[src/adc_cfg.svh]
`ifndef ADC_CFG_SVH
`define ADC_CFG_SVH

// Width of one ADC code.
`define ADC_SAMPLE_BITS 12

`define ADC_SCLK_HALF 2       // clk cycles per sclk half period.

// Frame lengths, counted in sclk periods with cs low.
`define ADC_FRAME_BITS 16
`define ADC_LEAD_BITS 4       // Zeros ahead of the data bits.
`define ADC_CAL_BITS 32

// Block of 2**ADC_AVG_LOG2 samples per mean.
`define ADC_AVG_LOG2 2

`define ADC_ALARM_HIGH 3000   // Mean above this sets the alarm.
`define ADC_ALARM_LOW 1000    // Mean below this clears it.

`endif
[src/adc_pkg.sv]
`default_nettype none

`include "adc_cfg.svh"

package adc_pkg;

    // One ADC code.
    typedef logic [`ADC_SAMPLE_BITS-1:0] sample_t;

    // Holds the sum of one averaging block without overflow.
    typedef logic [`ADC_SAMPLE_BITS+`ADC_AVG_LOG2-1:0] acc_t;

    typedef enum logic [1:0] {
        init,
        calibrate,
        idle,
        receive
    } rx_state_t;

    // One item between stages, valid for a single clk cycle.
    typedef struct packed {
        logic    valid;
        sample_t data;
    } sample_beat_t;

endpackage

`default_nettype wire

[src/adc_top.sv]
`default_nettype none

module adc_top
    import adc_pkg::*;
(
    input  logic         clk,
    input  logic         reset,
    input  logic         read,
    input  logic         recalibrate,
    input  logic         sdo,
    output logic         cs,
    output logic         sclk,
    output logic         ready,
    output sample_beat_t sample,
    output sample_beat_t mean,
    output logic         alarm
);

    logic run;
    logic sclk_fall;
    logic sclk_rise;

    sclk_gen gen0 (
        .clk       (clk),
        .reset     (reset),
        .run       (run),
        .sclk      (sclk),
        .sclk_fall (sclk_fall),
        .sclk_rise (sclk_rise)
    );

    adc_serial_rx rx0 (
        .clk         (clk),
        .reset       (reset),
        .read        (read),
        .recalibrate (recalibrate),
        .sdo         (sdo),
        .sclk_fall   (sclk_fall),
        .sclk_rise   (sclk_rise),
        .run         (run),
        .cs          (cs),
        .ready       (ready),
        .sample      (sample)
    );

    sample_averager avg0 (
        .clk    (clk),
        .reset  (reset),
        .sample (sample),
        .mean   (mean)
    );

    level_monitor mon0 (
        .clk   (clk),
        .reset (reset),
        .mean  (mean),
        .alarm (alarm)
    );

endmodule

`default_nettype wire

[src/level_monitor.sv]
`default_nettype none

`include "adc_cfg.svh"

module level_monitor
    import adc_pkg::*;
(
    input  logic         clk,
    input  logic         reset,
    input  sample_beat_t mean,
    output logic         alarm
);

    localparam sample_t alarm_high = sample_t'(`ADC_ALARM_HIGH);
    localparam sample_t alarm_low = sample_t'(`ADC_ALARM_LOW);

    logic above_high;
    logic below_low;

    assign above_high = (mean.data > alarm_high);
    assign below_low  = (mean.data < alarm_low);

    // Between the two thresholds the alarm keeps its last value.
    always_ff @(posedge clk) begin
        if (reset) begin
            alarm <= 1'b0;
        end else if (mean.valid) begin
            if (above_high) begin
                alarm <= 1'b1;
            end else if (below_low) begin
                alarm <= 1'b0;
            end
        end
    end

endmodule

`default_nettype wire

[src/sample_averager.sv]
`default_nettype none

`include "adc_cfg.svh"

module sample_averager
    import adc_pkg::*;
(
    input  logic         clk,
    input  logic         reset,
    input  sample_beat_t sample,
    output sample_beat_t mean
);

    localparam int avg_log2 = `ADC_AVG_LOG2;
    localparam int acc_w = $bits(acc_t);

    logic [avg_log2-1:0] count_q;     // Samples taken in the open block.
    logic                block_end;
    acc_t                sum_q;
    acc_t                sum_next;
    logic                mean_valid;
    sample_t             mean_data;

    // Counter wraps on its own at the block size.
    assign block_end = &count_q;

    // First sample of a block starts a fresh sum.
    always_comb begin
        sum_next = acc_t'(sample.data);
        if (count_q != '0) begin
            sum_next = sum_q + acc_t'(sample.data);
        end
    end

    always_ff @(posedge clk) begin
        if (reset) begin
            count_q    <= '0;
            mean_valid <= 1'b0;
        end else begin
            mean_valid <= 1'b0;
            if (sample.valid) begin
                count_q <= count_q + 1'b1;
                if (block_end) begin
                    mean_valid <= 1'b1;
                end
            end
        end
    end

    always_ff @(posedge clk) begin
        if (sample.valid) begin
            sum_q <= sum_next;
            if (block_end) begin
                mean_data <= sum_next[acc_w-1:avg_log2];  // Truncating divide.
            end
        end
    end

    assign mean = '{valid: mean_valid, data: mean_data};

endmodule

`default_nettype wire

[src/adc_serial_rx.sv]
`default_nettype none

`include "adc_cfg.svh"

module adc_serial_rx
    import adc_pkg::*;
(
    input  logic         clk,
    input  logic         reset,
    input  logic         read,
    input  logic         recalibrate,
    input  logic         sdo,
    input  logic         sclk_fall,
    input  logic         sclk_rise,
    output logic         run,
    output logic         cs,
    output logic         ready,
    output sample_beat_t sample
);

    localparam int cnt_w = $clog2(`ADC_CAL_BITS + 1);
    localparam logic [cnt_w-1:0] frame_bits = cnt_w'(`ADC_FRAME_BITS);
    localparam logic [cnt_w-1:0] lead_bits = cnt_w'(`ADC_LEAD_BITS);
    localparam logic [cnt_w-1:0] cal_bits = cnt_w'(`ADC_CAL_BITS);
    localparam logic [cnt_w-1:0] last_bit = cnt_w'(`ADC_FRAME_BITS - 1);

    rx_state_t        state;
    logic [cnt_w-1:0] bit_cnt;     // sclk rises seen in the current frame.
    logic             read_pend;
    logic             cal_pend;
    logic             sample_valid;
    sample_t          shift_q;

    assign run   = ~cs;
    assign ready = (state == idle) && !read_pend && !cal_pend;

    assign sample = '{valid: sample_valid, data: shift_q};

    always_ff @(posedge clk) begin
        if (reset) begin
            state        <= init;
            cs           <= 1'b1;
            bit_cnt      <= '0;
            read_pend    <= 1'b0;
            cal_pend     <= 1'b0;
            sample_valid <= 1'b0;
        end else begin
            sample_valid <= 1'b0;

            // Requests only count while ready is shown.
            if (ready && read) begin
                read_pend <= 1'b1;
            end
            if (ready && recalibrate) begin
                cal_pend <= 1'b1;
            end

            if (sclk_rise) begin
                bit_cnt <= bit_cnt + 1'b1;
            end

            case (state)
                init: begin
                    if (sclk_fall) begin
                        state   <= calibrate;  // Power-up calibration.
                        cs      <= 1'b0;
                        bit_cnt <= '0;
                    end
                end

                calibrate: begin
                    if (sclk_fall && bit_cnt == cal_bits) begin
                        state <= idle;
                        cs    <= 1'b1;
                    end
                end

                idle: begin
                    if (sclk_fall && (cal_pend || read_pend)) begin
                        state     <= cal_pend ? calibrate : receive;  // Recalibrate wins.
                        cs        <= 1'b0;
                        bit_cnt   <= '0;
                        read_pend <= 1'b0;
                        cal_pend  <= 1'b0;
                    end
                end

                receive: begin
                    if (sclk_rise && bit_cnt == last_bit) begin
                        sample_valid <= 1'b1;  // Last data bit lands this edge.
                    end
                    if (sclk_fall && bit_cnt == frame_bits) begin
                        state <= idle;
                        cs    <= 1'b1;
                    end
                end

                default: begin
                    state <= init;
                end
            endcase
        end
    end

    // Leading zeros are skipped, data arrives MSB first.
    always_ff @(posedge clk) begin
        if (state == receive && sclk_rise && bit_cnt >= lead_bits) begin
            shift_q <= {shift_q[`ADC_SAMPLE_BITS-2:0], sdo};
        end
    end

endmodule

`default_nettype wire

[src/sclk_gen.sv]
`default_nettype none

`include "adc_cfg.svh"

module sclk_gen (
    input  logic clk,
    input  logic reset,
    input  logic run,
    output logic sclk,
    output logic sclk_fall,
    output logic sclk_rise
);

    localparam int half = `ADC_SCLK_HALF;
    localparam int cnt_w = (half > 1) ? $clog2(half) : 1;
    localparam logic [cnt_w-1:0] cnt_last = cnt_w'(half - 1);

    logic [cnt_w-1:0] half_cnt;
    logic             phase;      // Free-running sclk level, keeps going while idle.
    logic             half_done;

    assign half_done = (half_cnt == cnt_last);

    always_ff @(posedge clk) begin
        if (reset) begin
            half_cnt  <= '0;
            phase     <= 1'b1;
            sclk      <= 1'b1;
            sclk_fall <= 1'b0;
            sclk_rise <= 1'b0;
        end else begin
            sclk_fall <= 1'b0;
            sclk_rise <= 1'b0;
            if (half_done) begin
                half_cnt  <= '0;
                phase     <= ~phase;
                // Pin only follows the phase while a frame runs.
                sclk      <= ~(phase & run);
                sclk_fall <= phase;           // Cadence kept even when idle.
                sclk_rise <= ~phase & run;
            end else begin
                half_cnt <= half_cnt + 1'b1;
            end
        end
    end

endmodule

`default_nettype wire

[config.mk]
export PLATFORM = sky130hd
export DESIGN_NAME = adc_top
export DESIGN_NICKNAME = d
export VERILOG_FILES = /design/src/adc_pkg.sv /design/src/adc_top.sv /design/src/level_monitor.sv /design/src/sample_averager.sv /design/src/adc_serial_rx.sv /design/src/sclk_gen.sv
export VERILOG_INCLUDE_DIRS = /design/src
export SDC_FILE = /design/constraint.sdc
export NUM_CORES = 1
export LEC_CHECK = 0
export ABC_AREA = 1
export BUFFER_PORTS_ARGS = -buffer_cell sky130_fd_sc_hd__buf_4
export CAP_MARGIN = 10
export CORE_MARGIN = 4
export CORE_UTILIZATION = 40
export CTS_CLUSTER_DIAMETER = 100
export DETAILED_ROUTE_END_ITERATION = 10
export PLACE_DENSITY = 0.55
export SETUP_SLACK_MARGIN = 0.15
export SLEW_MARGIN = 20
export SYNTH_ARGS = -nofsm -noshare
export SYNTH_HDL_FRONTEND = slang
export SYNTH_SLANG_ARGS = --single-unit
[constraint.sdc]
create_clock -name clk -period 2.6 [get_ports clk]
set_input_delay 0 -clock clk [delete_from_list [all_inputs] [get_ports clk]]
set_output_delay 0 -clock clk [all_outputs]
set_load 0.1 [all_outputs]
==> impl_metrics.toml, run 1 <==
[outcome]
outcome = "complete, no violations"

[cts]
clock_latency_ns = 0.34
post_cts_resized = 0
cts-root-buf = "clkbuf_8"
cts_tree = "built"
clock_path_buffers = 2
cts_sinks = 59
htree_levels = 3
numCtsBuffers = 9
clk_pin_slew_worst_paths_ns = 0.06

[timing]
hold_viol = 0
slew_headroom_pct = 71.4
clock_skew_ns = 0.00951
period_share_pct = 77.0
rsz0062_at_grt = "no"
finalSetupViolCount = 0
fmax_ghz = 0.499
worst_pin_slew_ns = 0.429
fin_crit_ns = 2.00
slew_viol_final = 0
worst_slack_ns = 0.597
tns_ns = 0

[route]
drtIter0Drc = 120
vias_per_cell = 4.73
drt_wl_total_um = 6680
remaining_drc_errors = 0
wire_per_inst_um = 12.9
vias = 2454
ant_nets = 0
dr.pass1.iters = 4

[setup_path]
startpoint_type = "flop"
cp.required_ns = 2.69
reg2reg_from = "rx0.shift_q[0]"
rrSetupSlack_ns = 0.60
cp-end-kind = "flop"
crit_start = "rx0.shift_q[0]"
r2r_cells = 7
cp_data_arrival_time_ns = 2.09
reg2reg_to = "avg0.sum_q[4]"
crit_type = "reg2reg"
critPathMaxFanout = 6

[floorplanning]
start_util_pct = 41.8
die_w_um = 95.5
die_y_um = 95.5
coreArea_sq_mm = 0.00733
die_area_sq_mm = 0.00912
ios = 35
rows = 31

[power]
irDropWorstVdd_v = 0.000285
leakage_nw = 1.63
p_per_area_mw_per_mm2 = 493

[finish]
seq_area_sq_mm = 0.00156
fillerInstances = 693
drive_gt1_share_pct = 15.2
finish.instance_area_sq_mm = 0.00366
nets = 437
multi_input_area_sq_mm = 0.00130
syn_to_final_growth_pct = 19.5
antennaDiodeCount = 0

[synth]
async_flop_share_pct = 0
ys_seq_elements = 59
synth_top_area_cell = "edfxtp_1"
ys_top_cells_by_count = "111 x nand2_1, 47 x inv_1, 39 x nor2_1"
syn_area_per_cell_sq_um = 8.34
syn_area_sq_mm = 0.00306
yosysMostFrequentCell = "nand2_1"
synth.distinct_cells = 30
yosysSeqAreaShare_pct = 51.0
synth_top_cell_area_share_pct = 37.3
syn-instance-count = 367
ys_top_cells_by_area = "edfxtp_1 37%, dfxtp_1 14%, nand2_1 14%"
synth_edf_count = 38
yosysWarnings = 0
syn-num-nets = 389
synthFlopType = "edfxtp_1"

[hold_path]
hold_depth = 2
min_from = "sdo"
holdCritPathClass = "in2reg"
holdPathEnd = "rx0.shift_q[0]"

[place]
post-place-ws_ns = 0.590
dpl_cell_area_sq_mm = 0.00345
place.detailed.hpwl_um = 5010
io_buffers = 34
gp_congestion = 0.852

[global_route]
grt_pass1_vias = 2289
grt_usage_pct = 15.9
grt_max_degree = 16
antenna_found_initial = 0
grt_overflow = 0
grt_pass1_wl_um = 10900

[run]
maxCapViolations = 0
through the flow:
| step | cells | utilization [%] | total power, mW | hold slack, ns |
|---|---|---|---|---|
| final | 519 | 49.9 | 1.80 | 0.386 |
| after global routing | 519 | 49.9 | 1.89 | 0.390 |
| after detailed placement | 499 | 47.0 | 1.10 | 0.180 |
| after global placement | 499 | 47.0 | 1.10 | 0.179 |
| after floorplan | 367 | - | 1.08 | 0.0989 |
| after CTS | 519 | 49.9 | 1.83 | 0.370 |
per-layer routing:
layer	GRT usage [%]	routed length, um	vias up
li1	-	-	1291
met1	19.6	3120	1111
met2	26.3	3220	45
met3	5.13	275	7
met4	4.98	75	0
met5	0	0	-
worst max-delay path, stage by stage, from the launching register on:
cell and delay (ns):
edfxtp_1 0.43, ha_2 0.22, fa_1 0.43, nand3_1 0.12, nand3_2 0.12, or2_2 0.30, nand3_1 0.07, nand2_1 0.07
cell usage in the layout, fill, tap and decap left out, types with 2 or more instances in the layout:
cell type	Yosys	layout
clkinvlp_4	0	2
inv_1	47	47
edfxtp_1	38	38
nor3_1	3	3
nand2_1	111	111
nand3_2	1	2
dfxtp_1	21	21
a21oi_1	15	15
xor2_1	3	3
clkinv_2	0	3
dlygate4sd3_1	0	4
o21ai_0	12	12
ha_1	16	15
nor2_1	39	39
nand4_1	7	7
clkbuf_8	0	10
buf_4	3	38
xnor2_1	3	3
nand3_1	31	30
or2_2	2	2
worst max path at each step:
stage                        end  depth (start not counted)
2_1_floorplan  avg0.mean_data[2]                          7
3_3_place_gp   avg0.mean_data[2]                          7
3_5_place_dp       avg0.sum_q[4]                          7
4_1_cts            avg0.sum_q[4]                          7
5_1_grt           avg0.sum_q[12]                          9
6_report           avg0.sum_q[4]                          7
flip-flops by register name, summed over array words and instances, names as in the netlist:
register	cells
avg0.mean_data	12
rx0.shift_q	12
mon0.alarm	1
gen0.phase	1
rx0.sample_valid	1
gen0.sclk_rise	1
rx0.state	2
gen0.half_cnt	1
rx0.bit_cnt	6
gen0.sclk_fall	1
avg0.sum_q	14
avg0.count_q	2
avg0.mean_valid	1
rx0.read_pend	1
rx0.cal_pend	1
gen0.sclk	1
rx0.cs	1
area by class of cell:
cell class / instances / share of cell area, %
Tap cell: 99 / 3.38
Timing Repair Buffer: 42 / 8.89
Clock inverter: 5 / 0.821
Multi-Input combinational cell: 255 / 35.5
Sequential cell: 59 / 42.7
Inverter: 48 / 4.92
Clock buffer: 11 / 3.86
power breakdown:
group | internal, mW | switching, mW | leakage [nW]
logic | 0.0257 | 0.0572 | 1.04
registers | 0.995 | 0.00932 | 0.510
clock network | 0.366 | 0.351 | 0.0851
total | 1.39 | 0.418 | 1.63
logic make-up (layout without fill, tap and decap cells):
family / Yosys count / in the layout / share of synthesized area [%]
buf+inv: 53 / 106 / 6.87
fa+ha+maj: 17 / 17 / 7.19
xor+xnor: 6 / 6 / 1.72
compound gates: 32 / 32 / 5.72
simple gates: 200 / 200 / 27.5
flops: 59 / 59 / 51.0
timing repair:
item | in CTS | in global routing
hold buffers | 4 | 0
hold endpoints to repair | 12 | 0
buffers inserted | 0 | 0
Note: power is estimated with default switching activity, not from simulation.
==> inputs of run 2 (changes only) <==
--- a/config.mk
+++ b/config.mk
@@ -6,14 +6,14 @@
 export SDC_FILE = /design/constraint.sdc
 export NUM_CORES = 1
 export LEC_CHECK = 0
-export ABC_AREA = 1
+export ABC_AREA = 0
 export BUFFER_PORTS_ARGS = -buffer_cell sky130_fd_sc_hd__buf_4
 export CAP_MARGIN = 10
 export CORE_MARGIN = 4
 export CORE_UTILIZATION = 40
 export CTS_CLUSTER_DIAMETER = 100
 export DETAILED_ROUTE_END_ITERATION = 10
-export PLACE_DENSITY = 0.55
+export PLACE_DENSITY = 0.56
 export SETUP_SLACK_MARGIN = 0.15
 export SLEW_MARGIN = 20
 export SYNTH_ARGS = -nofsm -noshare
==> constraint.sdc (replaced) <==
create_clock -name clk -period 1.87 [get_ports clk]
set_input_delay 0 -clock clk [delete_from_list [all_inputs] [get_ports clk]]
set_output_delay 0 -clock clk [all_outputs]
set_load 0.1 [all_outputs]
==> impl_metrics.toml, run 2 <==
[setup_path]
r2r_cells = 7
cp-end-kind = "flop"
cp_data_arrival_time_ns = 2.18
cp.required_ns = 1.95
critPathMaxFanout = 3
startpoint_type = "flop"
crit_type = "reg2reg"

[synth]
syn_area_sq_mm = 0.00280
syn-instance-count = 249
syn-num-nets = 271
synth_edf_count = 38
yosysSeqAreaShare_pct = 55.8
yosysWarnings = 0
async_flop_share_pct = 0
synth_top_area_cell = "edfxtp_1"
yosysMostFrequentCell = "edfxtp_1"
synthFlopType = "edfxtp_1"
ys_seq_elements = 59
ys_top_cells_by_count = "38 x edfxtp_1, 26 x nor2_1, 21 x dfxtp_1, 21 x nand2_1"
synth.distinct_cells = 40
synth_top_cell_area_share_pct = 40.8
syn_area_per_cell_sq_um = 11.2
ys_top_cells_by_area = "edfxtp_1 41%, dfxtp_1 15%, ha_1 7.1%"

[power]
switchingPower_uw = 541
leakage_nw = 1.49
swShare_pct = 21.0
irDropWorstVdd_v = 0.000424
p_int_mw = 2.04
combPwrFrac_pct = 3.1
p_per_area_mw_per_mm2 = 649
p_clk_share_pct = 42.6
p_seq_share_pct = 54.2

[place]
gp_congestion = 0.786
post-place-ws_ns = -0.265
place.detailed.hpwl_um = 4260
io_buffers = 34
dpl_cell_area_sq_mm = 0.00357

[route]
vias = 2144
drt_wl_total_um = 6110
vias_per_cell = 4.96
dr.pass1.iters = 6
drtIter0Drc = 73
ant_nets = 0
remaining_drc_errors = 0
wire_per_inst_um = 14.2

[cts]
clock_path_buffers = 2
numCtsBuffers = 9
clk_pin_slew_worst_paths_ns = 0.06
cts_sinks = 59
htree_levels = 3
cts_tree = "built"
cts-root-buf = "clkbuf_8"
clock_latency_ns = 0.33

[hold_path]
hold_depth = 5
holdCritPathClass = "in2reg"

[finish]
largest_register_ffs = 14
top_register = "avg0.sum_q"
syn_to_final_growth_pct = 41.9
finish.instance_area_sq_mm = 0.00397
nets = 353
final_common_cell = "buf_4"
multi_input_area_sq_mm = 0.00143
layout_common_cells = "71 x buf_4, 38 x edfxtp_1, 25 x nor2_1"
top_regs = "avg0.sum_q: 14 flops, avg0.mean_data: 12 flops, rx0.shift_q: 12 flops"
fillerInstances = 594
post-route-util_pct = 58.5
drive_gt1_share_pct = 37.8
antennaDiodeCount = 0
seq_area_sq_mm = 0.00156

[outcome]
failed_checks = "negative setup slack"
outcome = "complete, but fails checks"

[global_route]
grt_pass1_wl_um = 9910
grt_pass1_vias = 2060
grt_usage_pct = 15.0
antenna_found_initial = 0
grt_overflow = 0
grt_max_degree = 28

[run]
maxCapViolations = 0

[timing]
slew_headroom_pct = 68.6
finalSetupViolCount = 16
clock_skew_ns = 0.00559
hold_viol = 0
period_share_pct = 112
rsz0062_at_grt = "yes"
fmax_ghz = 0.476
fin_crit_ns = 2.10
worst_slack_ns = -0.232
slew_viol_final = 0
worst_pin_slew_ns = 0.471
tns_ns = -2.17

[floorplanning]
coreArea_sq_mm = 0.00679
die_area_sq_mm = 0.00840
rows = 30
die_w_um = 91.7
ios = 35
start_util_pct = 41.2
die_y_um = 91.7
-- run 2: through the flow --
stage	hold slack [ns]	total power, mW	std cells
after global routing	0.156	2.67	432
after floorplan	0.0773	1.48	249
after CTS	0.0827	2.61	429
final	0.105	2.58	432
after detailed placement	0.182	1.50	404
after global placement	0.181	1.50	404
-- run 2: final cells by class --
class,count,area share [%]
sequential,59,39.3
clock inverter,1,0.126
clock buffer,15,4.69
timing repair buffer,80,16.1
inverter,7,0.661
tap,96,3.02
multi-input combinational,174,36.1
-- run 2: timing repair --
item / CTS / global route
pin swaps: 13 / 8
hold buffers: 4 / 0
endpoints found under the hold margin: 14 / 0
resized for setup: 18 / 8
setup endpoints to repair: 18 / 21
setup buffers: 5 / 3
-- run 2: path summary, 6_finish.rpt --
| path | startpoint | endpoint | slack (ns) |
|---|---|---|---|
| hold / removal | recalibrate | rx0.cal_pend | 0.11 |
| setup / recovery | rx0.shift_q[0] | avg0.mean_data[10] | -0.23 |
| hold reg to reg | mon0.alarm | mon0.alarm | 0.46 |
| setup reg to reg | rx0.shift_q[0] | avg0.mean_data[10] | -0.23 |
-- run 2: critical path, cell delays in order, from the launching register on --
cell,delay [ns]
edfxtp_1,0.43
ha_4,0.20
fa_2,0.36
a21oi_2,0.15
o211ai_1,0.15
a31oi_1,0.16
o21ai_1,0.10
mux2_4,0.31
-- run 2: kinds of logic (layout without fill, tap and decap cells) --
family                   count (synthesis)  count (layout)  synth area share [%]
AO/OA/AOI/OAI                           62              62                  14.3
buffers and inverters                   16             103                  2.41
AND/OR/NAND/NOR                         74              74                  12.6
flip-flops                              59              59                  55.8
adder cells (fa/ha/maj)                 17              17                  7.86
multiplexers                             6               6                  2.32
XOR/XNOR                                15              15                  4.69
-- run 2: power groups by stage --
stage | sequential [mW] | clock (mW) | combinational [mW]
after floorplan | 1.45 | 0 | 0.0302
after global placement | 1.43 | 0 | 0.0758
after detailed placement | 1.43 | 0 | 0.0766
after CTS | 1.40 | 1.13 | 0.0818
after global routing | 1.40 | 1.18 | 0.0866
final | 1.40 | 1.10 | 0.0811
-- run 2: layer usage --
| metal | GRT usage, % | vias up | routed length, um |
|---|---|---|---|
| met4 | 5.28 | 0 | 86 |
| met1 | 20.7 | 1026 | 3090 |
| met2 | 23.0 | 39 | 2720 |
| met3 | 3.77 | 11 | 215 |
| li1 | - | 1068 | - |
| met5 | 0 | - | 0 |
==> inputs of run 3 (changes only) <==
--- a/config.mk
+++ b/config.mk
@@ -9,11 +9,13 @@
 export ABC_AREA = 0
 export BUFFER_PORTS_ARGS = -buffer_cell sky130_fd_sc_hd__buf_4
 export CAP_MARGIN = 10
+export CELL_PAD_IN_SITES_DETAIL_PLACEMENT = 1
+export CELL_PAD_IN_SITES_GLOBAL_PLACEMENT = 1
 export CORE_MARGIN = 4
 export CORE_UTILIZATION = 40
 export CTS_CLUSTER_DIAMETER = 100
 export DETAILED_ROUTE_END_ITERATION = 10
-export PLACE_DENSITY = 0.56
+export PLACE_DENSITY = 0.68
 export SETUP_SLACK_MARGIN = 0.15
 export SLEW_MARGIN = 20
 export SYNTH_ARGS = -nofsm -noshare
==> impl_metrics.toml, run 3 (same netlist as run 2, synthesis figures left out) <==
[route]
vias = 2176
drt_wl_total_um = 6990
dr.pass1.iters = 4
remaining_drc_errors = 0
wire_per_inst_um = 16.3
ant_nets = 0
vias_per_cell = 5.07
drtIter0Drc = 84

[power]
power_mw = 2.76
p_clk_share_pct = 46.2
switchingPower_uw = 564
combPwrFrac_pct = 3.0
irDropWorstVdd_v = 0.000365
p_per_area_mw_per_mm2 = 695
leakage_nw = 1.49
p_int_mw = 2.19
swShare_pct = 20.5
p_seq_share_pct = 50.8

[place]
place.detailed.hpwl_um = 4920
gp_congestion = 0.769
placed_cells = 400
io_buffers = 34

[timing]
period_share_pct = 115
slew_viol_final = 0
worst_slack_ns = -0.284
fmax_ghz = 0.464
worst_pin_slew_ns = 0.616
hold_viol = 0
tns_ns = -2.94
finalSetupViolCount = 18
rsz0062_at_grt = "yes"
fin_hold_ws_ns = 0.0811
slew_headroom_pct = 58.9
clock_skew_ns = 0.00565
fin_crit_ns = 2.15

[cts]
cts_tree = "built"
clock_path_buffers = 2
cts-root-buf = "clkbuf_8"
numCtsBuffers = 9
cts_sinks = 59
htree_levels = 3
clk_pin_slew_worst_paths_ns = 0.07
clock_latency_ns = 0.33

[floorplanning]
die_area_sq_mm = 0.00840
die_w_um = 91.7
ios = 35
rows = 30
start_util_pct = 41.2
coreArea_sq_mm = 0.00679
die_y_um = 91.7

[setup_path]
startpoint_type = "flop"
critPathMaxFanout = 3
r2r_cells = 7
crit_type = "reg2reg"
cp.required_ns = 1.95
cp-end-kind = "flop"
cp_data_arrival_time_ns = 2.23

[global_route]
grt_pass1_vias = 2271
antenna_found_initial = 0
grt_overflow = 0
grt_usage_pct = 17.3
grt_max_degree = 28
grt_pass1_wl_um = 11200

[outcome]
failed_checks = "negative setup slack"
outcome = "complete, but fails checks"

[finish]
final_common_cell = "buf_4"
syn_to_final_growth_pct = 41.6
post-route-util_pct = 58.4
nets = 350
top_register = "avg0.sum_q"
stdcell_count = 429
drive_gt1_share_pct = 37.8
largest_register_ffs = 14
antennaDiodeCount = 0
layout_common_cells = "70 x buf_4, 38 x edfxtp_1, 25 x nor2_1"
top_regs = "avg0.sum_q: 14 flops, avg0.mean_data: 12 flops, rx0.shift_q: 12 flops"

[hold_path]
hold_depth = 5
holdCritPathClass = "in2reg"

[run]
maxCapViolations = 0
## run 3: cell count changes in the layout (fill, tap and decap cells not counted), moves of 2 or more
cell	delta
bufinv_16	+2
xnor2_1	-2
buf_6	-2
clkbuf_8	-3
## run 3: repair_timing
item / CTS / global route
pin swaps: 11 / 4
hold buffers: 4 / 0
endpoints found under the setup margin: 20 / 23
hold endpoints to repair: 12 / 0
resized for setup: 14 / 11
buffers inserted: 5 / 4
## run 3: routing by layer
layer	track usage, %	vias to the layer above	wire length (um)
met1	23.1	1054	3490
met3	4.59	12	228
met4	6.66	0	127
met5	0	-	0
met2	26.7	40	3150
li1	-	1070	-
## run 3: critical path, cell delays in order, from the launching register on
cell      delay (ns)
edfxtp_1        0.44
ha_4            0.20
fa_2            0.37
a21oi_2         0.16
o211ai_1        0.15
a31oi_1         0.17
o21ai_1         0.10
mux2_4          0.31
## run 3: per-stage QoR
stage               setup WS (ns)  cell area [sq um]
floorplan                  -0.703               2970
global placement           -0.227               3540
detailed placement         -0.289               3540
CTS                        -0.256               3890
global route               -0.377               3970
finish                     -0.284               3970
## run 3: final timing paths
check | start | slack, ns | end
max | rx0.shift_q[0] | -0.28 | avg0.sum_q[12]
max reg2reg | rx0.shift_q[0] | -0.28 | avg0.sum_q[12]
min | recalibrate | 0.08 | rx0.cal_pend
min reg2reg | mon0.alarm | 0.45 | mon0.alarm
## run 3: power by group through the flow
stage / registers (mW) / logic [mW] / clock network (mW)
finish: 1.40 / 0.0827 / 1.27
CTS: 1.40 / 0.0829 / 1.31
detailed placement: 1.43 / 0.0778 / 0
floorplan: 1.45 / 0.0302 / 0
global placement: 1.43 / 0.0759 / 0
global route: 1.40 / 0.0888 / 1.36
## run 3: cell type report
type,instances,area (sq um)
Fill cell,708,2830
Sequential cell,59,1560
Multi-Input combinational cell,174,1430
Timing Repair Buffer,77,608
Clock buffer,11,141
Tap cell,96,120
Clock inverter,5,76.3
Inverter,7,26.3
